==> src/source/vec_cfg_pkg.sv <==
// Vector coprocessor configuration
// Datapath sizes of the element and the register file, and the
// storage types that every block builds its ports and state on
package vec_cfg_pkg;

  ////////////////////////////////////////
  // Datapath sizes
  ////////////////////////////////////////

  // One element, one word
  localparam int unsigned ElemWidth = 32;
  // Architectural vector registers
  localparam int unsigned NrVRegs   = 8;

  ////////////////////////////////////////
  // Storage types
  ////////////////////////////////////////

  typedef logic [ElemWidth-1:0] elem_t;
  typedef logic [$clog2(NrVRegs)-1:0] vreg_t;
  // Vector length or element index
  typedef logic [7:0] vl_t;
  // Element slot inside one lane
  typedef logic [7:0] pe_idx_t;

endpackage

==> src/source/vec_isa_pkg.sv <==
// Vector coprocessor instruction set
// Operation encoding shared by the core interface and all processing
// elements, plus helpers that classify an operation by its result
package vec_isa_pkg;

  typedef enum logic [2:0] {
    VMV_VX  = 3'd0,
    VADD_VV = 3'd1,
    VADD_VX = 3'd2,
    VREDSUM = 3'd3,
    VCPOP   = 3'd4,
    VEXT    = 3'd5
  } vop_e;

  ////////////////////////////////////////
  // Classification
  ////////////////////////////////////////

  // Scalar result goes back to the core through the mask unit
  function automatic logic is_scalar_result(vop_e op);
    return op inside {VREDSUM, VCPOP, VEXT};
  endfunction

  // Element-wise ops that update vd
  function automatic logic writes_vd(vop_e op);
    return op inside {VMV_VX, VADD_VV, VADD_VX};
  endfunction

endpackage

==> src/source/vec_sequencer.sv <==
// Vector sequencer
// Registers the issued instruction, broadcasts it to all lanes and
// the mask unit, and reports completion once every lane is done and
// any scalar result has been produced
module vec_sequencer #(
  parameter int unsigned NrLanes = 4
) (
  input  logic                 clk_i,
  input  logic                 rst_n_i,
  // Dispatcher
  input  logic                 issue_valid_i,
  input  vec_isa_pkg::vop_e    op_i,
  input  vec_cfg_pkg::vreg_t   vd_i,
  input  vec_cfg_pkg::vreg_t   vs1_i,
  input  vec_cfg_pkg::vreg_t   vs2_i,
  input  vec_cfg_pkg::elem_t   rs1_i,
  input  vec_cfg_pkg::vl_t     vl_i,
  output logic                 seq_done_o,
  // Processing elements
  output logic                 pe_req_valid_o,
  output vec_isa_pkg::vop_e    pe_op_o,
  output vec_cfg_pkg::vreg_t   pe_vd_o,
  output vec_cfg_pkg::vreg_t   pe_vs1_o,
  output vec_cfg_pkg::vreg_t   pe_vs2_o,
  output vec_cfg_pkg::elem_t   pe_rs1_o,
  output vec_cfg_pkg::vl_t     pe_vl_o,
  input  logic [NrLanes-1:0]   lane_done_i,
  input  logic                 result_valid_i
);

  logic               busy_q;
  logic               res_seen_q;
  logic [NrLanes-1:0] done_q;
  logic               all_done;

  // Sticky done bits plus this cycle's pulses
  assign all_done = busy_q && !pe_req_valid_o && (&(done_q | lane_done_i)) &&
                    (!vec_isa_pkg::is_scalar_result(pe_op_o) || res_seen_q || result_valid_i);

  always_ff @(posedge clk_i or negedge rst_n_i) begin
    if (!rst_n_i) begin
      busy_q         <= 1'b0;
      res_seen_q     <= 1'b0;
      done_q         <= '0;
      pe_req_valid_o <= 1'b0;
      seq_done_o     <= 1'b0;
    end else begin
      pe_req_valid_o <= issue_valid_i;
      seq_done_o     <= all_done;
      if (issue_valid_i) begin
        busy_q <= 1'b1;
      end else if (all_done) begin
        busy_q     <= 1'b0;
        res_seen_q <= 1'b0;
        done_q     <= '0;
      end else if (busy_q) begin
        res_seen_q <= res_seen_q | result_valid_i;
        done_q     <= done_q | lane_done_i;
      end
    end
  end

  // Broadcast fields
  always_ff @(posedge clk_i) begin
    if (issue_valid_i) begin
      pe_op_o  <= op_i;
      pe_vd_o  <= vd_i;
      pe_vs1_o <= vs1_i;
      pe_vs2_o <= vs2_i;
      pe_rs1_o <= rs1_i;
      pe_vl_o  <= vl_i;
    end
  end

  // Dispatcher holds back while an instruction is in flight
  a_no_issue_busy: assert property (@(posedge clk_i) disable iff (!rst_n_i)
    issue_valid_i |-> !busy_q);

endmodule

==> config.mk <==
export PLATFORM = sky130hd
export DESIGN_NAME = vec_sequencer
export DESIGN_NICKNAME = d
export VERILOG_FILES = /design/src/source/vec_cfg_pkg.sv /design/src/source/vec_isa_pkg.sv /design/src/source/vec_sequencer.sv
export SDC_FILE = /design/constraint.sdc
export NUM_CORES = 1
export LEC_CHECK = 0
export BUFFER_PORTS_ARGS = -buffer_cell sky130_fd_sc_hd__buf_2
export CAP_MARGIN = 20
export CORE_MARGIN = 2
export CORE_UTILIZATION = 40
export DETAILED_ROUTE_END_ITERATION = 10
export PLACE_DENSITY = 0.75
export SYNTH_ARGS = -nofsm -noshare
export SYNTH_HDL_FRONTEND = slang
export SYNTH_SLANG_ARGS = --single-unit
==> constraint.sdc <==
create_clock -name clk_i -period 1.3 [get_ports clk_i]
set_clock_uncertainty 0.05 [all_clocks]
set_input_delay 0.065 -clock clk_i [delete_from_list [all_inputs] [get_ports clk_i]]
set_output_delay 0.065 -clock clk_i [all_outputs]
set_load 0.005 [all_outputs]
## Word level (Yosys, flattened, before mapping)

Index checks and enable logic that the tools add are counted.
W data, S select, Z words.

| word-level totals | value |
|---|---|
| flip-flop bits (word level) | 60 |
| latch bits | 0 |
| bits in writable memories | 0 |
| bits in read-only memories | 0 |
| input bits | 60 |
| output and inout port bits | 54 |
| logic and storage cells | 35 |
| memories kept | 0 |

| operators by class | value |
|---|---|
| add/subtract/negate cells | 0 |
| $mul | 0 |
| divide/modulo/power cells | 0 |
| magnitude comparators | 0 |
| equal/unequal tests | 3 |
| shift-type cells | 0 |
| multiplexer cells | 6 |
| bitwise gates (word level) | 3 |
| reduce and logical (&&, ||, !) cells | 12 |

Operator list:

| cell | count |
|---|---|
| $mux W4 | 2 |
| $eq A3 B3 Y1 const B | 2 |
| $mux W1 | 4 |
| $or A4 B4 Y4 | 1 |
| $reduce_and A4 Y1 | 1 |
| $reduce_bool A2 Y1 | 2 |
| $eq A3 B2 Y1 const B | 1 |
| $logic_and A1 B1 Y1 | 3 |
| $reduce_bool A3 Y1 | 1 |
| $logic_not A1 Y1 | 2 |
| $logic_or A1 B1 Y1 | 2 |
| $reduce_and A2 Y1 | 1 |
| $not A1 Y1 | 1 |
| $or A1 B1 Y1 | 1 |

## Longest topological paths before layout

| depth | value |
|---|---|
| depth in word-level cells | 8 |
| mapped depth | 3 |
| depth with buffers taken out | 3 |

## Worst setup path before layout

No wires, ideal clock.

| path | value |
|---|---|
| path kind | reg-to-reg |
| start | reg pe_op_o[1] |
| end | reg seq_done_o |
| library setup time | 0.120 ns |
| arrival time | 1.054 ns |
| data required time | 1.130 ns |
| slack | 0.076 ns |
| stages on the path, launching flop included | 4 |
| path buffers | 0 |
| period minus slack after synthesis | 1.224 ns |
| cells stage by stage | edfxtp_1 nand2b_1 a211o_1 and3_1 |

| on the way | value |
|---|---|
| longest elaborated chain between the ends | 6 |
| elaborated cells on any way between the ends | 8 |
| classes of those cells | 3 x eq/ne; 5 x reduce/logical |

RTL lines:

| element | line | RTL |
|---|---|---|
| start: declaration | vec_sequencer.sv:21 | `output vec_isa_pkg::vop_e pe_op_o,` |
| start signal: assignment | vec_sequencer.sv:66 | `pe_op_o <= op_i;` |
| $eq A3 B2 Y1 / $eq A3 B3 Y1 (equally long branches) | vec_isa_pkg.sv:21 | `return op inside {VREDSUM, VCPOP, VEXT};` |
| $reduce_bool A3 Y1 * | vec_isa_pkg.sv:21 |  |
| $logic_not A1 Y1 * | vec_sequencer.sv:38 | `(!vec_isa_pkg::is_scalar_result(pe_op_o) \|\| res_seen_q \|\| result_valid_i);` |
| $logic_or A1 B1 Y1 * (2 in series) | vec_sequencer.sv:38 |  |
| $logic_and A1 B1 Y1 * | vec_sequencer.sv:37 | `assign all_done = busy_q && !pe_req_valid_o && (&(done_q \| lane_done_i)) &&` |
| net all_done | vec_sequencer.sv:34 | `logic all_done;` |
| end signal: assignment | vec_sequencer.sv:49 | `seq_done_o <= all_done;` |
| end: declaration | vec_sequencer.sv:18 | `output logic seq_done_o,` |

The timed path passes the listed nets; every way through them passes the cells marked *.
A chain may end at the register's enable or synchronous reset.

## Worst setup path in the final report

| path | value |
|---|---|
| start | reg pe_op_o[2] |
| end | reg seq_done_o |

The elaborated chain is that of the path after synthesis.

==> impl_metrics.tcl <==
set metrics [dict create \
    status "complete, no violations" \
    critPathLaunch "pe_op_o[2]$_DFFE_PP_" \
    grt_pass1_wl_um 7107 \
    setup-tns-final_ns 0 \
    avgViaCountPerCell 4.591 \
    start_util 0.4113 \
    cp_cell_sequence "nand3b_1 > a211o_4 > and3_4" \
    hpwl_um 2768 \
    fin_nets 326 \
    die-area_mm2 0.005362 \
    cts_buffer_depth 2 \
    syn_area_per_cell_um2 22.82 \
    clock_sinks 60 \
    num_rows 25 \
    core_mm2 0.004661 \
    ir_worst_vdd_mv 0.8105 \
    diodes 0 \
    overflow 0 \
    slew_headroom 0.7370 \
    clk_latency_ns 0.32 \
    initialDrtViolationCount 78 \
    crit_path_max_incr_delay_ns 0.39 \
    ys_seq_elements 60 \
    critPathKind "reg2reg" \
    fp.dieW_um 73.23 \
    hold_viol_final 0 \
    leakage_nw 1.441 \
    regToRegStartpoint "pe_op_o[2]$_DFFE_PP_" \
    path_max_fanout 6 \
    n_fill_cell 321 \
    powerDensity_mw_per_mm2 1396 \
    wirelength_um 4801 \
    hold_path_class "in2reg" \
    fmax_mhz 792.2 \
    layout-drive-gt1-share 0.4908 \
    startpoint_type "flip-flop" \
    place.gp.congestion 0.7368 \
    end_kind "flip-flop" \
    period_share 0.9710 \
    cts_setup_buffers 0 \
    rsz0062_at_grt "yes" \
    whs_ns 0.03617 \
    setup_ws_ns 0.03773 \
    critPathBufInv 0 \
    vias 1492 \
    track_usage 0.1890 \
    syn_nets 144 \
    place_inst 252 \
    yosysSeqAreaShare 0.9191 \
    yosysWarningCount 0 \
    min_period_ns 1.262 \
    synthToLayoutAreaGrowth_pct 74.61 \
    numCtsBuffers 9 \
    antenna_found_initial 0 \
    arrival_ns 1.43 \
    dr.pass1.iters 4 \
    worst_pin_slew_ns 0.3945 \
    drv_slew 0 \
    crit_slowest_cell "edfxtp_1" \
    clk_pin_slew_ns 0.06 \
    critPathRequiredTime_ns 1.46 \
    die_y_um 73.23 \
    drc 0 \
    drv_cap 0 \
    antenna_left 0 \
    first_global_vias 1537 \
    layout.cells.non_filler 325 \
    layout_commonest_cell "buf_2" \
    ys_types 14 \
    cts_tree "done" \
    io_buffers 113 \
    min_from "lane_done_i[3]" \
    ioPinCount 114 \
    grt_max_degree 56 \
    pre_cts_ws_ns 0.04083 \
    avgRoutedWirePerCell_um 14.77 \
    postSynthCellCount 84 \
    cp_top_family "flip-flops" \
    syn_area_mm2 0.001917 \
    finalSetupViolCount 0 \
    post-route-util 0.7181 \
    cts-root-buf "clkbuf_8" \
    cts_max_level 3 \
    layout_common_cells "buf_2, dlygate4sd3_1, edfxtp_1, clkbuf_8" \
]
-- report_power, final --
part           switching (mW)  total, mW  internal (mW)
Combinational           0.283      0.647          0.364
Sequential             0.0949       2.43           2.34
Clock                   0.671       1.60          0.924
-- cells by family (layout without fill, tap and decap cells) --
group | after synthesis | count (layout) | share of synthesized area
DFF | 60 | 60 | 0.9191
and+or+nand+nor | 11 | 11 | 0.03982
buffers and inverters | 0 | 187 | 0
AOI/OAI and AO/OA | 13 | 13 | 0.04113
-- final timing paths --
path	slack, ns	depth (start not counted)	to
max in group asynchronous	0.95	2	res_seen_q$_DFFE_PN0P_
min in group asynchronous	0.08	2	done_q[0]$_DFFE_PN0P_
worst min-delay path	0.04	3	done_q[3]$_DFFE_PN0P_
worst min register to register	0.49	2	res_seen_q$_DFFE_PN0P_
worst max register to register	0.04	3	seq_done_o$_DFF_PN0_
worst max-delay path	0.04	3	seq_done_o$_DFF_PN0_
-- tightest hold or removal path, cell delays in order --
cell,delay (ns)
buf_2,0.10
a21oi_1,0.06
a21oi_1,0.13
-- sequential cells by signal, summed over array words and instances (netlist names), 3 cells and up --
register  count
done_q        4
pe_op_o       3
pe_vs2_o      3
pe_vl_o       8
pe_vd_o       3
pe_rs1_o     32
pe_vs1_o      3
-- synthesized netlist by cell type --
cell	number	area [µm²]
nor3_1	1	5.000
nand2b_1	1	6.260
a31oi_1	2	12.51
edfxtp_1	52	1562
and2b_2	1	8.760
dfrtp_1	8	200.2
nor2_1	5	18.77
o21bai_2	1	11.26
nand3b_1	1	7.510
a211o_1	1	8.760
and3_1	1	6.260
a21oi_1	8	40.04
nor4b_4	1	23.77
o22ai_1	1	6.260
-- routing by layer --
layer,track usage,share of wire
met1,0.1836,0.35
met2,0.3544,0.59
met3,0.07459,0.060
met4,0.06996,0.0027
met5,0,0
-- area by class of cell --
class	instances	area, µm²	area share
Clock buffer	11	141.4	0.04224
Timing Repair Buffer	171	1156	0.3454
Tap cell	54	67.56	0.02019
Multi-Input combinational cell	24	168.9	0.05047
Clock inverter	5	51.30	0.01533
Sequential cell	60	1762	0.5264
-- per-stage QoR --
stage          total power, mW  instance area (µm²)
2_1_floorplan            2.636                 1917
3_3_place_gp             2.919                 2570
3_5_place_dp             2.949                 2570
4_1_cts                  4.685                 3333
5_1_grt                  4.922                 3347
6_report                 4.673                 3347
-- what timing repair did --
item | in CTS | in global routing
hold buffers | 57 | 0
endpoints found under the setup margin | 0 | 5
gates resized for setup | 0 | 2
hold endpoints to repair | 64 | 0
Power figures use the tool's default switching activity.
