**src/source/vec_cfg_pkg.sv**
```systemverilog
// Vector coprocessor configuration
// Datapath sizes of the element and the register file, and the
// storage types that every block builds its ports and state on
package vec_cfg_pkg;

  ////////////////////////////////////////
  // Datapath sizes
  ////////////////////////////////////////

  // One element, one word
  localparam int unsigned ElemWidth = 32;
  // Architectural vector registers
  localparam int unsigned NrVRegs   = 8;

  ////////////////////////////////////////
  // Storage types
  ////////////////////////////////////////

  typedef logic [ElemWidth-1:0] elem_t;
  typedef logic [$clog2(NrVRegs)-1:0] vreg_t;
  // Vector length or element index
  typedef logic [7:0] vl_t;
  // Element slot inside one lane
  typedef logic [7:0] pe_idx_t;

endpackage

```
**src/source/vec_isa_pkg.sv**
```systemverilog
// Vector coprocessor instruction set
// Operation encoding shared by the core interface and all processing
// elements, plus helpers that classify an operation by its result
package vec_isa_pkg;

  typedef enum logic [2:0] {
    VMV_VX  = 3'd0,
    VADD_VV = 3'd1,
    VADD_VX = 3'd2,
    VREDSUM = 3'd3,
    VCPOP   = 3'd4,
    VEXT    = 3'd5
  } vop_e;

  ////////////////////////////////////////
  // Classification
  ////////////////////////////////////////

  // Scalar result goes back to the core through the mask unit
  function automatic logic is_scalar_result(vop_e op);
    return op inside {VREDSUM, VCPOP, VEXT};
  endfunction

  // Element-wise ops that update vd
  function automatic logic writes_vd(vop_e op);
    return op inside {VMV_VX, VADD_VV, VADD_VX};
  endfunction

endpackage

```
**src/source/vec_dispatcher.sv**
```systemverilog
// Vector dispatcher
// Accepts one core request at a time, checks the vector length and
// issues legal instructions to the sequencer. Writes and illegal
// requests are answered at once, scalar results are forwarded from
// the mask unit.
module vec_dispatcher #(
  parameter int unsigned NrLanes      = 4,
  parameter int unsigned ElemsPerLane = 4
) (
  input  logic                 clk_i,
  input  logic                 rst_n_i,
  // Core request
  input  logic                 acc_req_valid_i,
  output logic                 acc_req_ready_o,
  input  vec_isa_pkg::vop_e    acc_op_i,
  input  vec_cfg_pkg::vreg_t   acc_vd_i,
  input  vec_cfg_pkg::vreg_t   acc_vs1_i,
  input  vec_cfg_pkg::vreg_t   acc_vs2_i,
  input  vec_cfg_pkg::elem_t   acc_rs1_i,
  input  vec_cfg_pkg::vl_t     acc_vl_i,
  // Core response
  output logic                 acc_resp_valid_o,
  output vec_cfg_pkg::elem_t   acc_resp_data_o,
  output logic                 acc_resp_error_o,
  // Sequencer
  output logic                 issue_valid_o,
  output vec_isa_pkg::vop_e    op_o,
  output vec_cfg_pkg::vreg_t   vd_o,
  output vec_cfg_pkg::vreg_t   vs1_o,
  output vec_cfg_pkg::vreg_t   vs2_o,
  output vec_cfg_pkg::elem_t   rs1_o,
  output vec_cfg_pkg::vl_t     vl_o,
  input  logic                 seq_done_i,
  // Mask unit
  input  logic                 result_valid_i,
  input  vec_cfg_pkg::elem_t   result_i
);

  localparam int unsigned VLMAX = NrLanes * ElemsPerLane;

  logic pending_q;
  logic accept;
  logic illegal;

  assign acc_req_ready_o = !pending_q;
  assign accept          = acc_req_valid_i && acc_req_ready_o;
  assign illegal         = acc_vl_i > VLMAX;

  always_ff @(posedge clk_i or negedge rst_n_i) begin
    if (!rst_n_i) begin
      pending_q        <= 1'b0;
      issue_valid_o    <= 1'b0;
      acc_resp_valid_o <= 1'b0;
      acc_resp_error_o <= 1'b0;
    end else begin
      issue_valid_o    <= accept && !illegal;
      // Immediate answer, or the scalar coming back from the mask unit
      acc_resp_valid_o <= (accept && (illegal || !vec_isa_pkg::is_scalar_result(acc_op_i))) ||
                          (pending_q && result_valid_i);
      if (accept) begin
        pending_q        <= 1'b1;
        acc_resp_error_o <= illegal;
      end else if (seq_done_i || (acc_resp_valid_o && acc_resp_error_o)) begin
        // Illegal requests never reach the sequencer
        pending_q <= 1'b0;
      end
    end
  end

  // Instruction fields and response data
  always_ff @(posedge clk_i) begin
    if (accept) begin
      op_o            <= acc_op_i;
      vd_o            <= acc_vd_i;
      vs1_o           <= acc_vs1_i;
      vs2_o           <= acc_vs2_i;
      rs1_o           <= acc_rs1_i;
      vl_o            <= acc_vl_i;
      acc_resp_data_o <= '0;
    end else if (result_valid_i) begin
      acc_resp_data_o <= result_i;
    end
  end

  // Core sees at most one response per instruction
  a_resp_spaced: assert property (@(posedge clk_i) disable iff (!rst_n_i)
    acc_resp_valid_o |=> !acc_resp_valid_o);

endmodule

```
**config.mk**
```make
export PLATFORM = sky130hd
export DESIGN_NAME = vec_dispatcher
export DESIGN_NICKNAME = d
export VERILOG_FILES = /design/src/source/vec_cfg_pkg.sv /design/src/source/vec_isa_pkg.sv /design/src/source/vec_dispatcher.sv
export SDC_FILE = /design/constraint.sdc
export NUM_CORES = 1
export LEC_CHECK = 0
export BUFFER_PORTS_ARGS = -buffer_cell sky130_fd_sc_hd__buf_2
export CAP_MARGIN = 10
export CELL_PAD_IN_SITES_DETAIL_PLACEMENT = 1
export CELL_PAD_IN_SITES_GLOBAL_PLACEMENT = 1
export CORE_ASPECT_RATIO = 1.1
export CORE_MARGIN = 5
export CORE_UTILIZATION = 29
export DETAILED_ROUTE_END_ITERATION = 10
export GPL_ROUTABILITY_DRIVEN = 0
export PLACE_DENSITY = 0.74
export RECOVER_POWER = 100
export SYNTH_ARGS = -nofsm -noshare
export SYNTH_HDL_FRONTEND = slang
export SYNTH_SLANG_ARGS = --single-unit
```
**constraint.sdc**
```tcl
create_clock -name clk_i -period 1.9 [get_ports clk_i]
set_input_delay 0.095 -clock clk_i [delete_from_list [all_inputs] [get_ports clk_i]]
set_output_delay 0.095 -clock clk_i [all_outputs]
set_load 0.05 [all_outputs]
```
## Word-level counts from Yosys, hierarchy flattened

Index checks and enable logic that the tools add are counted.

- Output and inout bits: 88
- Logic and storage cells: 30
- Flip-flop bits (word level): 88
- Input port bits: 89

- Order comparisons: 1
- Equality and inequality tests: 3
- Mux-type cells: 2
- Reductions and logical operators: 13

Operators by type and width:

| kind | number |
|---|---|
| > comparator 8 x 5 -> 1 bit (second input constant) | 1 |
| == test 3 bit (second input constant) | 2 |
| logical AND 1 bit | 5 |
| == test 3 x 2 -> 1 bit (second input constant) | 1 |
| logical NOT 1 bit | 3 |
| logical OR 1 bit | 3 |
| nonzero test 3 bit | 1 |
| two-way mux 1 bit | 2 |
| nonzero test 2 bit | 1 |

## Longest topological paths before layout

- Depth after elaboration: 6
- Mapped depth: 4
- Depth with buffers taken out: 3

## Least setup slack after synthesis

Ideal clock, no wire load.

- Path kind: register -> register
- Start: register pending_q
- End: register op_o[0] (enable)
- Data required time: 1.511 ns
- Path buffers: 2
- Stages on the path, launching flop included: 4
- Slack: 0.126 ns
- Arrival time: 1.385 ns
- Cells stage by stage: dfrtp_1 -> nor2b_1 -> buf_2 -> buf_2

- Word-level cells in the longest chain between the ends: 2

RTL lines:

| item | line | text |
|---|---|---|
| from (decl) | vec_dispatcher.sv:41 | `logic pending_q;` |
| from (signal assigned) | vec_dispatcher.sv:51 | `pending_q <= 1'b0;` |
| from (signal assigned) | vec_dispatcher.sv:61 | `pending_q <= 1'b1;` |
| from (signal assigned) | vec_dispatcher.sv:65 | `pending_q <= 1'b0;` |
| logical NOT 1 bit | vec_dispatcher.sv:45 | `assign acc_req_ready_o = !pending_q;` |
| logical AND 1 bit | vec_dispatcher.sv:46 | `assign accept = acc_req_valid_i && acc_req_ready_o;` |
| net accept | vec_dispatcher.sv:42 | `logic accept;` |
| to (signal assigned) | vec_dispatcher.sv:73 | `op_o <= acc_op_i;` |
| to (decl) | vec_dispatcher.sv:27 | `output vec_isa_pkg::vop_e op_o,` |

The timed path passes the listed nets, and every way through them passes these cells.
A chain may end at the register's enable or synchronous reset.

## Worst setup path in the final report

- Start: input port acc_vl_i[0]
- End: register acc_resp_valid_o

- Word-level cells in the longest chain between the ends: 4

RTL lines:

| item | line | text |
|---|---|---|
| from (decl) | vec_dispatcher.sv:20 | `input vec_cfg_pkg::vl_t acc_vl_i,` |
| > comparator 8 x 5 -> 1 bit | vec_dispatcher.sv:47 | `assign illegal = acc_vl_i > VLMAX;` |
| logical OR 1 bit | vec_dispatcher.sv:58 | `acc_resp_valid_o <= (accept && (illegal \|\| !vec_isa_pkg::is_scalar_result(acc_op_i))) \|\|` |
| logical AND 1 bit | vec_dispatcher.sv:58 |  |
| logical OR 1 bit | vec_dispatcher.sv:58 |  |
| to (signal assigned) | vec_dispatcher.sv:58 |  |
| to (decl) | vec_dispatcher.sv:22 | `output logic acc_resp_valid_o,` |

No other way between the ends.

==> results.rst <==
.. list-table::
   :header-rows: 1

   * - Metric
     - Value
   * - Number of vias after detailed routing
     - 2433
   * - Drt drc
     - 0
   * - Clock transition at the register clock pins on the worst setup and hold paths after CTS
     - 0.08 ns
   * - Register-to-register setup slack
     - 0.47 ns
   * - Worst flop-to-flop path startpoint
     - pending_q
   * - Clock tree from TritonCTS
     - yes
   * - Placed Area
     - 3920 um^2
   * - Async set-or-reset flop fraction in the synthesized netlist
     - 0.04545
   * - Terminus of the critical flop-to-flop path
     - rs1_o[29]
   * - Inserted Clock Buffers
     - 9
   * - Switch Pwr
     - 1.629 mW
   * - Fraction of power spent switching nets
     - 0.3502
   * - Drt first pass iters
     - 4
   * - Cells after Synth
     - 173
   * - Post-CTS setup buffer count
     - 0
   * - Floorplan die width
     - 105.0 um
   * - Startpoint kind of the worst setup timing path
     - primary input
   * - Detail-routed via count per cell
     - 4.321
   * - Area fraction of the dominant cell type after synthesis
     - 0.5419
   * - Final worst path period share
     - 0.7732
   * - Commonest cells in the netlist
     - edfxtp_1, nor2_1, dfxtp_1, mux2i_1, buf_2
   * - Count leader, synth
     - edfxtp_1
   * - Number of filler instances in the final layout
     - 1125
   * - List of cells traversed by the critical path
     - dlygate4sd3_1 > clkbuf_1 > o41ai_1 > o211ai_1 > a22o_1
   * - Top FF cell, synth
     - edfxtp_1
   * - Netlist Area Pre-Place
     - 2882 um^2
   * - Max_cap viols
     - 0
   * - Leftover overflow at the end of global routing
     - 0
   * - Area grow syn2layout
     - 65.57%
   * - Wirelength, routed
     - 9521 um
   * - Hold path startpoint
     - result_i[29]
   * - Placeable core region
     - 9794 um^2
   * - Cell-internal power
     - 3.023 mW
   * - Row count
     - 38
   * - HPWL after detailed placement
     - 6416 um
   * - Worst ir drop on vdd
     - 317.9 uV
   * - Height of the die
     - 114.5 um
   * - Unique cell type count in the Yosys netlist
     - 17
   * - Largest net degree at the start of global routing
     - 51
   * - Portion of total power attributed to the clock network
     - 0.239
   * - Number of synthesized flops with an enable pin
     - 52
   * - Reg2Reg Depth
     - 2
   * - Clock sinks
     - 88
   * - Final Max Tran Viols
     - 0
   * - Logic gate share of total power
     - 0.265
   * - Endpoints failing hold
     - 0
   * - Clock latency of the later-clocked register in the worst-skew pair
     - 0.35 ns
   * - PostCTS Resize Cnt
     - 0
   * - Setup clock skew after layout
     - 0.008802 ns
   * - Complex-gate fraction of the synthesized area
     - 0.01389
   * - Slowest stage cell on the critical path
     - o41ai_1
   * - CTS root buffer
     - clkbuf_8
   * - Worst Tran Pin Value
     - 0.6945 ns
   * - Crit path arrival time
     - 1.71 ns
   * - Mean routed wirelength per cell
     - 16.91 um
   * - Worst hold margin
     - 0.01850 ns
   * - ANT cells
     - 0
   * - Status
     - completed
   * - Synth Warn #
     - 0
   * - Number of routed nets with antenna violations
     - 0
   * - End point of the worst hold path
     - acc_resp_data_o[29]
   * - Die footprint
     - 12030 um^2
   * - Portion of total power attributed to sequential cells
     - 0.496
   * - Hold Path Class
     - primary input to register
   * - Post-synthesis cell type with the largest combined area
     - edfxtp_1
   * - RSZ-0062 raised after global routing
     - false
   * - CTS H-tree lvls
     - 3
   * - Total power density per cell area
     - 975.2 nW/um^2
   * - Buffers and inverters on the worst path
     - 2
   * - Final period demand of the worst path
     - 1.469 ns
   * - Total Neg Setup Slack
     - 0 ns
   * - Fmax achieved
     - 680.7 MHz
   * - Type of the worst setup path
     - primary input to register
   * - Cell type group with the largest total delay on the critical path
     - compound AO/OA/AOI/OAI gates
   * - Max-Slew Margin vs Limit
     - 0.5390
   * - Adder and majority gate portion of the synthesized area
     - 0
   * - Number of buffers added on ports
     - 176
   * - Crit path largest cell delay
     - 0.55 ns
   * - Proportion of layout cells with a drive suffix above 1
     - 0.2032
   * - Maximum buffer depth of the clock tree
     - 2
   * - Number of DRC markers after the initial detailed-route iteration
     - 109
   * - Worst Hold Path Cells
     - 3
   * - Global-route wire length before repair
     - 14830 um
   * - Largest cells by area after synthesis
     - edfxtp_1, dfxtp_1, mux2i_1
   * - Share of the yosys chip area belonging to registers
     - 0.7990
   * - Main combinational cell family by area after synthesis
     - multiplexers
   * - IO Count
     - 177
   * - Worst Path Required
     - 2.14 ns
   * - Standby leakage power
     - 1.958 nW
   * - Final number of setup-violating endpoints
     - 0
   * - Area fraction in and, or, nand and nor cells after synthesis
     - 0.05818
   * - Initial standard-cell utilization of the core
     - 0.2942
   * - Final Instance Area
     - 4771 um^2
   * - Synth Net Count
     - 262
   * - Yosys reg bits
     - 88
   * - Total GRT Usage
     - 0.1591
   * - Avg Synthesized Cell Area
     - 16.66 um^2
   * - Fraction of synthesized area in multiplexers
     - 0.1112
   * - Crit-path max FO
     - 2
   * - Via count of the first global-routing pass
     - 2718
   * - CP Capture Type
     - register
   * - Antenna violations before repair
     - 1
   * - Share of the synthesized netlist area taken by xor and xnor gates
     - 0
   * - Final Net Count
     - 527
how the worst max path moves through the flow:
| stage | cells past startpoint | endpoint | startpoint |
|---|---|---|---|
| finish | 5 | acc_resp_valid_o | acc_vl_i[0] |
| global route | 5 | acc_resp_valid_o | acc_vl_i[0] |
| CTS | 5 | acc_resp_valid_o | acc_vl_i[0] |
| detailed placement | 2 | rs1_o[27] | pending_q |
| global placement | 2 | rs1_o[7] | pending_q |
| floorplan | 3 | op_o[0] | pending_q |
placed cells by master, fill, tap and decap left out, drive strengths merged:
master,netlist,routed
a22o,1,1
nor2b,2,2
and3b,1,1
nor3,1,1
and3,1,1
buf,8,74
clkbuf,0,116
dfrtp,4,4
or2,1,1
nor2,34,34
inv,1,1
clkinvlp,0,1
o211ai,1,1
mux2i,32,32
dfxtp,32,32
a211oi,1,1
o41ai,1,1
dlygate4sd3,0,83
edfxtp,52,52
clkinv,0,4
per-layer routing:
layer | up-vias | track usage | wire length (um)
met2 | 137 | 0.2754 | 4672
met1 | 1132 | 0.1733 | 3711
met3 | 15 | 0.07332 | 980
li1 | 1147 | - | -
met4 | 2 | 0.05115 | 149
met5 | - | 0 | 7
registers in the layout, summed over array words and instances, names as in the netlist:
name,count
acc_resp_data_o,32
rs1_o,32
acc_resp_error_o,1
vs2_o,3
vs1_o,3
vl_o,8
acc_resp_valid_o,1
vd_o,3
op_o,3
issue_valid_o,1
pending_q,1
final cells by class:
class | instances | area [um^2] | share of cell area
Tap cell | 120 | 150.1 | 0.03147
Timing Repair Buffer | 262 | 1628 | 0.3412
Clock inverter | 5 | 35.03 | 0.007343
Inverter | 1 | 3.754 | 0.0007868
Clock buffer | 11 | 131.4 | 0.02754
Sequential cell | 88 | 2302 | 0.4826
Multi-Input combinational cell | 76 | 520.5 | 0.1091
tightest hold or removal path: stages:
cell and delay [ns]:
buf_2 0.09, mux2i_1 0.07, nor2_1 0.08
power by group through the flow:
stage / Clock, mW / Combinational, mW / Sequential, mW
floorplan: 0 / 0.188 / 2.96
global placement: 0 / 1.14 / 2.34
detailed placement: 0 / 1.16 / 2.34
CTS: 1.18 / 1.30 / 2.30
global route: 1.25 / 1.30 / 2.33
finish: 1.11 / 1.23 / 2.31
metrics by stage:
stage               cells  setup WS, ns  total power [mW]  utilization
floorplan             173        0.1260             3.151            -
global placement      464        0.5821             3.475       0.4002
detailed placement    464        0.5663             3.506       0.4002
CTS                   563        0.5524             4.782       0.5020
global route          563        0.2823             4.873       0.4871
finish                563        0.4309             4.652       0.4871
cell families (layout without fill, tap and decap cells):
kind of cell,after synthesis,in the layout
flip-flops,88,88
AND/OR/NAND/NOR,40,40
multiplexers,32,32
buffers and inverters,9,279
AO/OA/AOI/OAI,4,4
timing repair:
action | in CTS | in global routing
setup endpoints to repair | 0 | 0
hold buffers | 83 | 0
hold endpoints to repair | 86 | 0
Note: power is estimated with default switching activity, not from simulation.
