===== src/source/vec_cfg_pkg.sv =====
// Vector coprocessor configuration
// Datapath sizes of the element and the register file, and the
// storage types that every block builds its ports and state on
package vec_cfg_pkg;

  ////////////////////////////////////////
  // Datapath sizes
  ////////////////////////////////////////

  // One element, one word
  localparam int unsigned ElemWidth = 32;
  // Architectural vector registers
  localparam int unsigned NrVRegs   = 8;

  ////////////////////////////////////////
  // Storage types
  ////////////////////////////////////////

  typedef logic [ElemWidth-1:0] elem_t;
  typedef logic [$clog2(NrVRegs)-1:0] vreg_t;
  // Vector length or element index
  typedef logic [7:0] vl_t;
  // Element slot inside one lane
  typedef logic [7:0] pe_idx_t;

endpackage


===== src/source/vec_isa_pkg.sv =====
// Vector coprocessor instruction set
// Operation encoding shared by the core interface and all processing
// elements, plus helpers that classify an operation by its result
package vec_isa_pkg;

  typedef enum logic [2:0] {
    VMV_VX  = 3'd0,
    VADD_VV = 3'd1,
    VADD_VX = 3'd2,
    VREDSUM = 3'd3,
    VCPOP   = 3'd4,
    VEXT    = 3'd5
  } vop_e;

  ////////////////////////////////////////
  // Classification
  ////////////////////////////////////////

  // Scalar result goes back to the core through the mask unit
  function automatic logic is_scalar_result(vop_e op);
    return op inside {VREDSUM, VCPOP, VEXT};
  endfunction

  // Element-wise ops that update vd
  function automatic logic writes_vd(vop_e op);
    return op inside {VMV_VX, VADD_VV, VADD_VX};
  endfunction

endpackage


===== src/source/vec_masku.sv =====
// Vector mask unit
// Folds the operands that all lanes present each cycle into one scalar:
// a sum for reductions, a count of odd elements, or the single element
// picked by an extract
module vec_masku #(
  parameter int unsigned NrLanes = 4
) (
  input  logic                              clk_i,
  input  logic                              rst_n_i,
  // Sequencer broadcast
  input  logic                              pe_req_valid_i,
  input  vec_isa_pkg::vop_e                 pe_op_i,
  // Lanes
  input  logic [NrLanes-1:0]                lane_done_i,
  input  logic [NrLanes-1:0]                operand_valid_i,
  input  vec_cfg_pkg::elem_t [NrLanes-1:0]  operand_i,
  // Scalar result
  output logic                              result_valid_o,
  output vec_cfg_pkg::elem_t                result_o
);

  logic               active_q;
  logic [NrLanes-1:0] done_q;
  logic               all_done;
  vec_isa_pkg::vop_e  op_q;
  vec_cfg_pkg::elem_t acc_q;
  vec_cfg_pkg::elem_t acc_d;

  assign all_done = &(done_q | lane_done_i);
  assign result_o = acc_q;

  // All lanes consumed in the cycle they appear
  always_comb begin
    acc_d = acc_q;
    for (int l = 0; l < NrLanes; l++) begin
      if (operand_valid_i[l]) begin
        case (op_q)
          vec_isa_pkg::VREDSUM: acc_d = acc_d + operand_i[l];
          vec_isa_pkg::VCPOP:   acc_d = acc_d + vec_cfg_pkg::elem_t'(operand_i[l][0]);
          default:              acc_d = operand_i[l];
        endcase
      end
    end
  end

  always_ff @(posedge clk_i or negedge rst_n_i) begin
    if (!rst_n_i) begin
      active_q       <= 1'b0;
      done_q         <= '0;
      result_valid_o <= 1'b0;
    end else begin
      result_valid_o <= active_q && all_done;
      if (pe_req_valid_i && vec_isa_pkg::is_scalar_result(pe_op_i)) begin
        active_q <= 1'b1;
        done_q   <= '0;
      end else if (active_q) begin
        done_q <= done_q | lane_done_i;
        if (all_done) begin
          active_q <= 1'b0;
        end
      end
    end
  end

  // Accumulator starts from zero, so an empty vector gives 0
  always_ff @(posedge clk_i) begin
    if (pe_req_valid_i) begin
      op_q  <= pe_op_i;
      acc_q <= '0;
    end else if (active_q) begin
      acc_q <= acc_d;
    end
  end

  // Lanes only feed operands for a scalar instruction
  a_no_operand_idle: assert property (@(posedge clk_i) disable iff (!rst_n_i)
    (|operand_valid_i) |-> active_q);

endmodule


===== config.mk =====
export PLATFORM = sky130hd
export DESIGN_NAME = vec_masku
export DESIGN_NICKNAME = d
export VERILOG_FILES = /design/src/source/vec_cfg_pkg.sv /design/src/source/vec_isa_pkg.sv /design/src/source/vec_masku.sv
export SDC_FILE = /design/constraint.sdc
export NUM_CORES = 1
export LEC_CHECK = 0
export ABC_CLOCK_PERIOD_IN_PS = 11300
export BUFFER_PORTS_ARGS = -buffer_cell sky130_fd_sc_hd__buf_2
export CAP_MARGIN = 5
export CORE_MARGIN = 4
export CORE_UTILIZATION = 50
export CTS_CLUSTER_DIAMETER = 50
export DETAILED_ROUTE_END_ITERATION = 12
export GPL_TIMING_DRIVEN = 0
export PLACE_DENSITY = 0.72
export SLEW_MARGIN = 15
export SYNTH_ARGS = -nofsm -noshare
export SYNTH_HDL_FRONTEND = slang
export SYNTH_SLANG_ARGS = --single-unit

===== constraint.sdc =====
create_clock -name clk_i -period 11.3 [get_ports clk_i]
set_input_delay 0.565 -clock clk_i [delete_from_list [all_inputs] [get_ports clk_i]]
set_output_delay 0.565 -clock clk_i [all_outputs]
set_load 0.005 [all_outputs]

-- Word level (Yosys, flattened, before mapping)
Index checks and enable logic that the tools add are counted.
- bits of input ports: 142
- bits in registers: 41
- output and inout bits: 33
- reductions and logical operators: 5
- add/subtract/negate cells: 8
- equality and inequality tests: 5
- muxes and demuxes: 13
- bitwise gates (word level): 1
- operator list (cell ; number):
    one-hot mux 32 bit (2 select lines) ; 4
    adder 32 x 1 -> 32 bit ; 4
    adder 32 bit ; 4
    2-to-1 mux 32 bit ; 4
    == test 3 bit, second input constant ; 3
    2-to-1 mux 4 bit ; 2
    == test 3 x 2 -> 1 bit, second input constant ; 2
    OR 4 bit ; 1
    AND reduction 4 bit ; 1
    2-to-1 mux 1 bit ; 3
    nonzero test 3 bit ; 1
    logical AND 1 bit ; 2
    nonzero test 2 bit ; 1

-- Longest topological paths before layout
Gate-level depths: netlist (run 1).
- depth after elaboration: 12
- mapped depth: 53
- gate-level depth less buffers: 51

-- Worst setup path before layout (run 1)
OpenSTA, ideal clock, no wires.
- path type: register -> register
- start point: register op_q[0]
- end point: register acc_q[30], in the netlist result_o[30]
- setup slack: 1.716 ns
- library setup time: 0.117 ns
- data required time: 11.183 ns
- data arrival time: 9.466 ns
- cell stages (with the launch flop): 51
- buffers on the path: 2
- cell sequence: edfxtp_1 nor2_1 nand2_1 clkbuf_1 clkbuf_1 and2_1 ha_1 nor2b_1 o21ai_0 a21oi_1 o21ai_0 a21oi_1 o21a_1 o21a_1 o21a_1 o21a_1 or3_1 nand3_1 [... 15 more ...] o21ai_0 a21oi_1 nor2b_1 a311o_1 a31o_2 a21oi_1 xor2_1 o21ai_0 nand2_1 o31ai_1 ha_1 and3_1 and3_1 a2111oi_0 a21oi_1 xnor2_1 o21ai_0 a32o_1
- longest elaborated chain between the ends: 12
- elaborated cells on any way between the ends: 16
- those cells by class: add/sub (6); eq/ne (2); mux (8)
- ends and longest elaborated chain (item ; line ; source):
    start: declaration ; vec_masku.sv:25 ; vec_isa_pkg::vop_e op_q;
    start signal: assignment ; vec_masku.sv:68 ; op_q <= pe_op_i;
    == test 3 bit or == test 3 x 2 -> 1 bit (tied branches) ; vec_masku.sv:37 ; case (op_q)
    one-hot mux 32 bit (2 select lines) ; vec_masku.sv:37 ;
    2-to-1 mux 32 bit ; vec_masku.sv:36 ; if (operand_valid_i[l]) begin
    adder 32 x 1 -> 32 bit or adder 32 bit (tied branches) ; vec_masku.sv:39, vec_masku.sv:38 ;
    one-hot mux 32 bit (2 select lines) ; vec_masku.sv:37 ;
    2-to-1 mux 32 bit ; vec_masku.sv:36 ;
    adder 32 x 1 -> 32 bit or adder 32 bit (tied branches) ; vec_masku.sv:39, vec_masku.sv:38 ;
    one-hot mux 32 bit (2 select lines) ; vec_masku.sv:37 ;
    2-to-1 mux 32 bit ; vec_masku.sv:36 ;
    adder 32 x 1 -> 32 bit or adder 32 bit (tied branches) ; vec_masku.sv:39, vec_masku.sv:38 ;
    one-hot mux 32 bit (2 select lines) ; vec_masku.sv:37 ;
    2-to-1 mux 32 bit (*) ; vec_masku.sv:36 ;
    end signal: assignment ; vec_masku.sv:69 ; acc_q <= '0;
    end signal: assignment ; vec_masku.sv:71 ; acc_q <= acc_d;
    end: declaration ; vec_masku.sv:26 ; vec_cfg_pkg::elem_t acc_q;
Every way passes the cells marked *; elsewhere a longest branch is shown, timed or not.
A chain may end at the register's enable or synchronous reset.

-- Worst setup path in the final report (run 1)
Ends and elaborated chain as after synthesis.

==> results of run 1 <==
## cells by family (layout without fill, tap and decap cells)
kind of cell / Yosys count / count (layout) / share of synthesized area, %
AND/OR/NAND/NOR: 643 / 643 / 28.5
AO/OA/AOI/OAI: 577 / 577 / 34.3
buffers and inverters: 140 / 324 / 4.78
adder cells (fa/ha/maj): 136 / 136 / 15.8
XOR/XNOR: 89 / 89 / 7.09
flip-flops: 41 / 41 / 8.01
multiplexers: 17 / 17 / 1.61
## cell type report
cell class,count,area [um2]
Buffer,81,307
Clock buffer,5,125
Clock inverter,3,17.5
Fill cell,2162,8900
Inverter,58,218
Multi-Input combinational cell,1462,9660
Sequential cell,41,881
Tap cell,275,344
Timing Repair Buffer,177,898
## state kept, by name, summed over array words and instances (netlist names)
register and cells:
result_o 32, active_q 1, done_q 4, result_valid_o 1, op_q 3
## how the worst max path moves through the flow
stage / start / endpoint / slack (ns) / depth (start not counted)
2_1_floorplan: op_q[0] / result_o[30] / 1.72 / 50
6_report: op_q[0] / result_o[30] / 0.57 / 49
4_1_cts: op_q[0] / result_o[31] / 0.0005 / 50
5_1_grt: op_q[0] / result_o[30] / -0.02 / 50
3_5_place_dp: op_q[2] / result_o[31] / -0.47 / 49
3_3_place_gp: op_q[2] / result_o[30] / -0.60 / 45
## what timing repair did
item,in CTS,in global routing
buffers inserted,0,5
setup endpoints to repair,3,9
pin swaps,0,1
resized for setup,6,13
## worst max-delay path, delay by kind of cell, from the launching register on
kind            cells  cell delay, ns
xor+xnor            3            0.50
buf+inv             1            0.26
fa+ha+maj           4            1.37
simple gates       15            3.26
compound gates     26            4.79
flops               1            0.38
## layer usage
metal,up-vias,track usage [%]
li1,6343,-
met1,6105,51.4
met2,699,56.7
met3,69,4.40
met4,0,7.31
met5,-,0
## power by group through the flow
stage / Sequential, uW / Clock (uW) / Combinational [uW]
finish: 227 / 144 / 1200
global route: 229 / 149 / 1310
CTS: 223 / 143 / 1160
detailed placement: 226 / 0 / 1150
global placement: 225 / 0 / 1130
floorplan: 205 / 0 / 848
## per-stage QoR
| stage | TNS, ns | area, um2 | cells | hold WS, ns | setup WS [ns] |
|---|---|---|---|---|---|
| global route | -0.0195 | 12500 | 2102 | 0.0975 | -0.0195 |
| global placement | -1.57 | 12200 | 2090 | 0.395 | -0.603 |
| detailed placement | -1.06 | 12200 | 2090 | 0.397 | -0.473 |
| floorplan | 0 | 11000 | 1643 | 0.269 | 1.72 |
| CTS | 0 | 12400 | 2098 | 0.0885 | 0.000463 |
| finish | 0 | 12500 | 2102 | 0.0843 | 0.570 |
## cells in the final DEF (no fill, tap or decap), types with 16 or more instances in the layout
cell type,count
a21o_1,54
a21oi_1,168
a31oi_1,34
and2_1,124
and3_1,22
buf_2,173
clkbuf_1,65
dfxtp_1,32
ha_1,132
inv_1,58
nand2_1,211
nand3_1,30
nor2_1,136
nor2b_1,18
nor3_1,27
o211ai_1,61
o21a_1,35
o21ai_0,97
or3_1,16
xnor2_1,51
xor2_1,38
==> results_dict.tcl, run 1 <==
set metrics [dict create \
    final_core_util_pct 58.3 \
    grt-ovfl-total 0 \
    rows 53 \
    setup-violations-final 0 \
    clockRootBuffer "clkbuf_16" \
    drtIter0Drc 1438 \
    layout.nets 2104 \
    power_density_nw_per_um2 126 \
    path_class "register to register" \
    met2_length_um 20100 \
    avgSynthCellArea_um2 6.69 \
    power.share.switching_pct 53.0 \
    worst_ep_arrival_time_ns 10.91 \
    io_pins 175 \
    worstRegToRegCells 49 \
    max_clock_freq_mhz 93.2 \
    cap_violations 0 \
    hold_path.class "primary input to async pin" \
    synth_edf_count 3 \
    wl_um 45600 \
    n_antenna_cell 0 \
    drc_errors 0 \
    die_area_um2 24400 \
    fp.coreArea_um2 21400 \
    drive_gt1_share_pct 12.0 \
    synthTopCellsByArea "ha_1, a21oi_1, nand2_1, and2_1, dfxtp_1" \
    comb_power_share_pct 76.4 \
    post_drt_wl_per_cell_um 21.7 \
    cts_buffers 5 \
    wl_met1_um 19900 \
    finalCriticalPeriod_ns 10.73 \
    cp-start-kind "register" \
    numClockSinks 41 \
    synth_most_common_cell "nand2_1" \
    drv_slew 0 \
    ys_ff_latch 41 \
    run_status "complete, no violations" \
    p_switching_uw 833 \
    grt_max_degree 14 \
    grt_pass1_vias 12000 \
    synth_top_cell_area_share_pct 15.0 \
    synth_cell_types 77 \
    crit_top_cell "a21oi_1" \
    die_h_um 156 \
    dr.pass1.iters 6 \
    gp_congestion 1.02 \
    worst_slew_pin_slew_ns 0.920 \
    total_leakage_power_uw 0.00581 \
    clock_latency_ns 0.29 \
    cpPeakStageDelay_ns 0.53 \
    worstReg2RegStart "op_q[0]" \
    holdBufCountCts 0 \
    cts_tree "yes" \
    slew_headroom_pct 38.5 \
    p_int_uw 740 \
    met3_length_um 4830 \
    clock_power_share_pct 9.2 \
    antenna_left 0 \
    antenna_found_initial 0 \
    timing.rr.end "result_o[30]" \
    htree_levels 2 \
    seq_power_share_pct 14.5 \
    vias_per_cell 6.29 \
    ys.warnings.count 0 \
    min_period_over_period_pct 95.0 \
    reg2reg_slack_ns 0.57 \
    vdd_drop_max_uv 63.6 \
    syn-num-nets 1921 \
    track_usage_pct 35.5 \
    yosys_most_used_dff "dfxtp_1" \
    cp.required_ns 11.48 \
    hpwl_um 37500 \
    netlist_instances 1643 \
    syn_to_final_growth_pct 13.3 \
    final-hold-violation-count 0 \
    synth_area_um2 11000 \
    seq_area_frac_synth_pct 8.01 \
    start_util_pct 51.5 \
    crit_fanout 12 \
    die_x_um 156 \
    grt_pass1_wl_um 68600 \
    clk_pin_slew_ns 0.06 \
    ys_top_cells_by_count "nand2_1, a21oi_1, nor2_1" \
    port_buffers 172 \
    p_total_uw 1570 \
    fin_skew_ns 0.00442 \
    yosysTopAreaCell "ha_1" \
    vias 13200 \
    end_kind "register" \
    highest_layer "met4" \
    cts.path.max_buffers 2 \
    crit_slowest_cell "or4b_4" \
    async_reset_ff_share_pct 14.6 \
]
Power figures use the tool's default switching activity.
==> inputs of run 2 (changes only) <==
--- a/config.mk
+++ b/config.mk
@@ -5,7 +5,7 @@
 export SDC_FILE = /design/constraint.sdc
 export NUM_CORES = 1
 export LEC_CHECK = 0
-export ABC_CLOCK_PERIOD_IN_PS = 11300
+export ABC_CLOCK_PERIOD_IN_PS = 11600
 export BUFFER_PORTS_ARGS = -buffer_cell sky130_fd_sc_hd__buf_2
 export CAP_MARGIN = 5
 export CORE_MARGIN = 4
@@ -13,7 +13,7 @@
 export CTS_CLUSTER_DIAMETER = 50
 export DETAILED_ROUTE_END_ITERATION = 12
 export GPL_TIMING_DRIVEN = 0
-export PLACE_DENSITY = 0.72
+export PLACE_DENSITY = 0.71
 export SLEW_MARGIN = 15
 export SYNTH_ARGS = -nofsm -noshare
 export SYNTH_HDL_FRONTEND = slang
==> constraint.sdc (replaced) <==
create_clock -name clk_i -period 11.6 [get_ports clk_i]
set_input_delay 0.58 -clock clk_i [delete_from_list [all_inputs] [get_ports clk_i]]
set_output_delay 0.58 -clock clk_i [all_outputs]
set_load 0.005 [all_outputs]
==> results_dict.tcl, run 2 (same netlist as run 1, synthesis figures left out) <==
set metrics [dict create \
    reg2reg_slack_ns 0.77 \
    cpPeakStageDelay_ns 0.56 \
    min_period_over_period_pct 93.3 \
    grt_pass1_vias 12100 \
    path_class "register to register" \
    fp.coreArea_um2 21400 \
    finalCriticalPeriod_ns 10.83 \
    holdBufCountCts 0 \
    hold_path.class "primary input to async pin" \
    setup-violations-final 0 \
    io_pins 175 \
    vias_per_cell 6.32 \
    rsz0062_at_grt "false" \
    rows 53 \
    final_common_cell "nand2_1" \
    crit_fanout 28 \
    track_usage_pct 35.6 \
    worst_ep_arrival_time_ns 11.00 \
    syn_to_final_growth_pct 12.8 \
    worst_slew_pin_slew_ns 0.939 \
    postPlaceCellArea_um2 12200 \
    drv_slew 0 \
    dr.pass1.iters 5 \
    pre_cts_ws_ns -0.531 \
    setup_tns_ns 0 \
    clock_latency_ns 0.29 \
    fin_area_um2 12400 \
    cp-start-kind "register" \
    timing.rr.end "result_o[31]" \
    drc_errors 0 \
    cts_buffers 5 \
    grt_pass1_wl_um 68600 \
    fin_skew_ns 0.00384 \
    end_kind "register" \
    total_leakage_power_uw 0.00579 \
    post_drt_wl_per_cell_um 21.8 \
    slew_headroom_pct 37.2 \
    max_clock_freq_mhz 92.4 \
    power_density_nw_per_um2 123 \
    grt_max_degree 14 \
    antenna_found_initial 0 \
    cts_tree "yes" \
    gp_congestion 1.02 \
    cp.required_ns 11.77 \
    crit_slowest_cell "a2111oi_2" \
    setup_ws_ns 0.774 \
    hpwl_um 37700 \
    hold_ws_ns 0.0991 \
    worstRegToRegCells 49 \
    die_area_um2 24400 \
    run_status "complete, no violations" \
    clockRootBuffer "clkbuf_16" \
    htree_levels 2 \
    numClockSinks 41 \
    cts.path.max_buffers 2 \
    n_antenna_cell 0 \
    worstReg2RegStart "op_q[0]" \
    die_x_um 156 \
    vdd_drop_max_uv 70.2 \
    num-fill-cells 2150 \
    antenna_left 0 \
    largest_reg_flops 32 \
    most-common-layout-cells "nand2_1, buf_2, a21oi_1" \
    final-hold-violation-count 0 \
    grt-ovfl-total 0 \
    drive_gt1_share_pct 11.9 \
    layout.nets 2098 \
    port_buffers 172 \
    vias 13200 \
    drtIter0Drc 1463 \
    cap_violations 0 \
    start_util_pct 51.5 \
    die_h_um 156 \
    clk_pin_slew_ns 0.06 \
    wl_um 45700 \
]
-- run 2: cell count changes in the layout (fill, tap and decap cells not counted) --
cell	previous run	this run
o21ai_1	3	2
a31oi_2	1	3
a31oi_1	34	32
a2111oi_2	1	3
buf_4	5	0
o21ai_0	97	98
buf_2	173	172
a2111oi_4	3	1
-- run 2: worst max path at each step --
stage            start            to  slack, ns  depth (start not counted)
6_report       op_q[0]  result_o[31]       0.77                         49
5_1_grt        op_q[0]  result_o[30]       0.10                         49
4_1_cts        op_q[2]  result_o[30]       0.02                         46
3_5_place_dp   op_q[2]  result_o[31]      -0.53                         49
3_3_place_gp   op_q[2]  result_o[31]      -0.47                         49
2_1_floorplan  op_q[0]  result_o[30]       2.02                         50
-- run 2: report_power, final --
part / internal (uW) / leakage, uW / switching (uW)
registers: 172 / 0.000366 / 49.1
clock network: 79.0 / 0.0000696 / 60.2
logic: 466 / 0.00535 / 697
-- run 2: routing by layer --
metal  share of wire [%]  up-vias  GRT usage [%]
met5                   0        -              0
met4                 2.6        0           9.83
met3                  10       70           5.72
met2                  43      670           55.1
met1                  44     6178           51.2
li1                    -     6321              -
-- run 2: area by class of cell --
type | count | area, um2 | area share (%)
multi-input cells | 1462 | 9650 | 77.8
flip-flops and latches | 41 | 881 | 7.10
repair buffers | 172 | 861 | 6.94
well taps | 275 | 344 | 2.78
plain buffers | 80 | 302 | 2.43
inverters | 58 | 218 | 1.76
clock buffers | 5 | 125 | 1.01
clock inverters | 3 | 17.5 | 0.141
-- run 2: metrics by stage --
step	util, %	std cells	power (uW)
2_1_floorplan	-	1643	1030
3_3_place_gp	57.1	2090	1330
3_5_place_dp	57.1	2090	1340
4_1_cts	57.8	2098	1480
5_1_grt	58.1	2096	1640
6_report	58.1	2096	1520
-- run 2: what timing repair did --
action | 4_1_cts | 5_1_grt
gates resized for setup | 4 | 14
setup buffers | 0 | 0
pin swaps | 0 | 0
endpoints found under the setup margin | 3 | 8
-- run 2: critical path, delay by kind of cell (launching register included) --
family          cells  cell delay, ns
compound gates     30            6.49
simple gates       12            2.06
fa+ha+maj           4            1.22
buf+inv             2            0.45
flops               1            0.38
xor+xnor            1            0.09
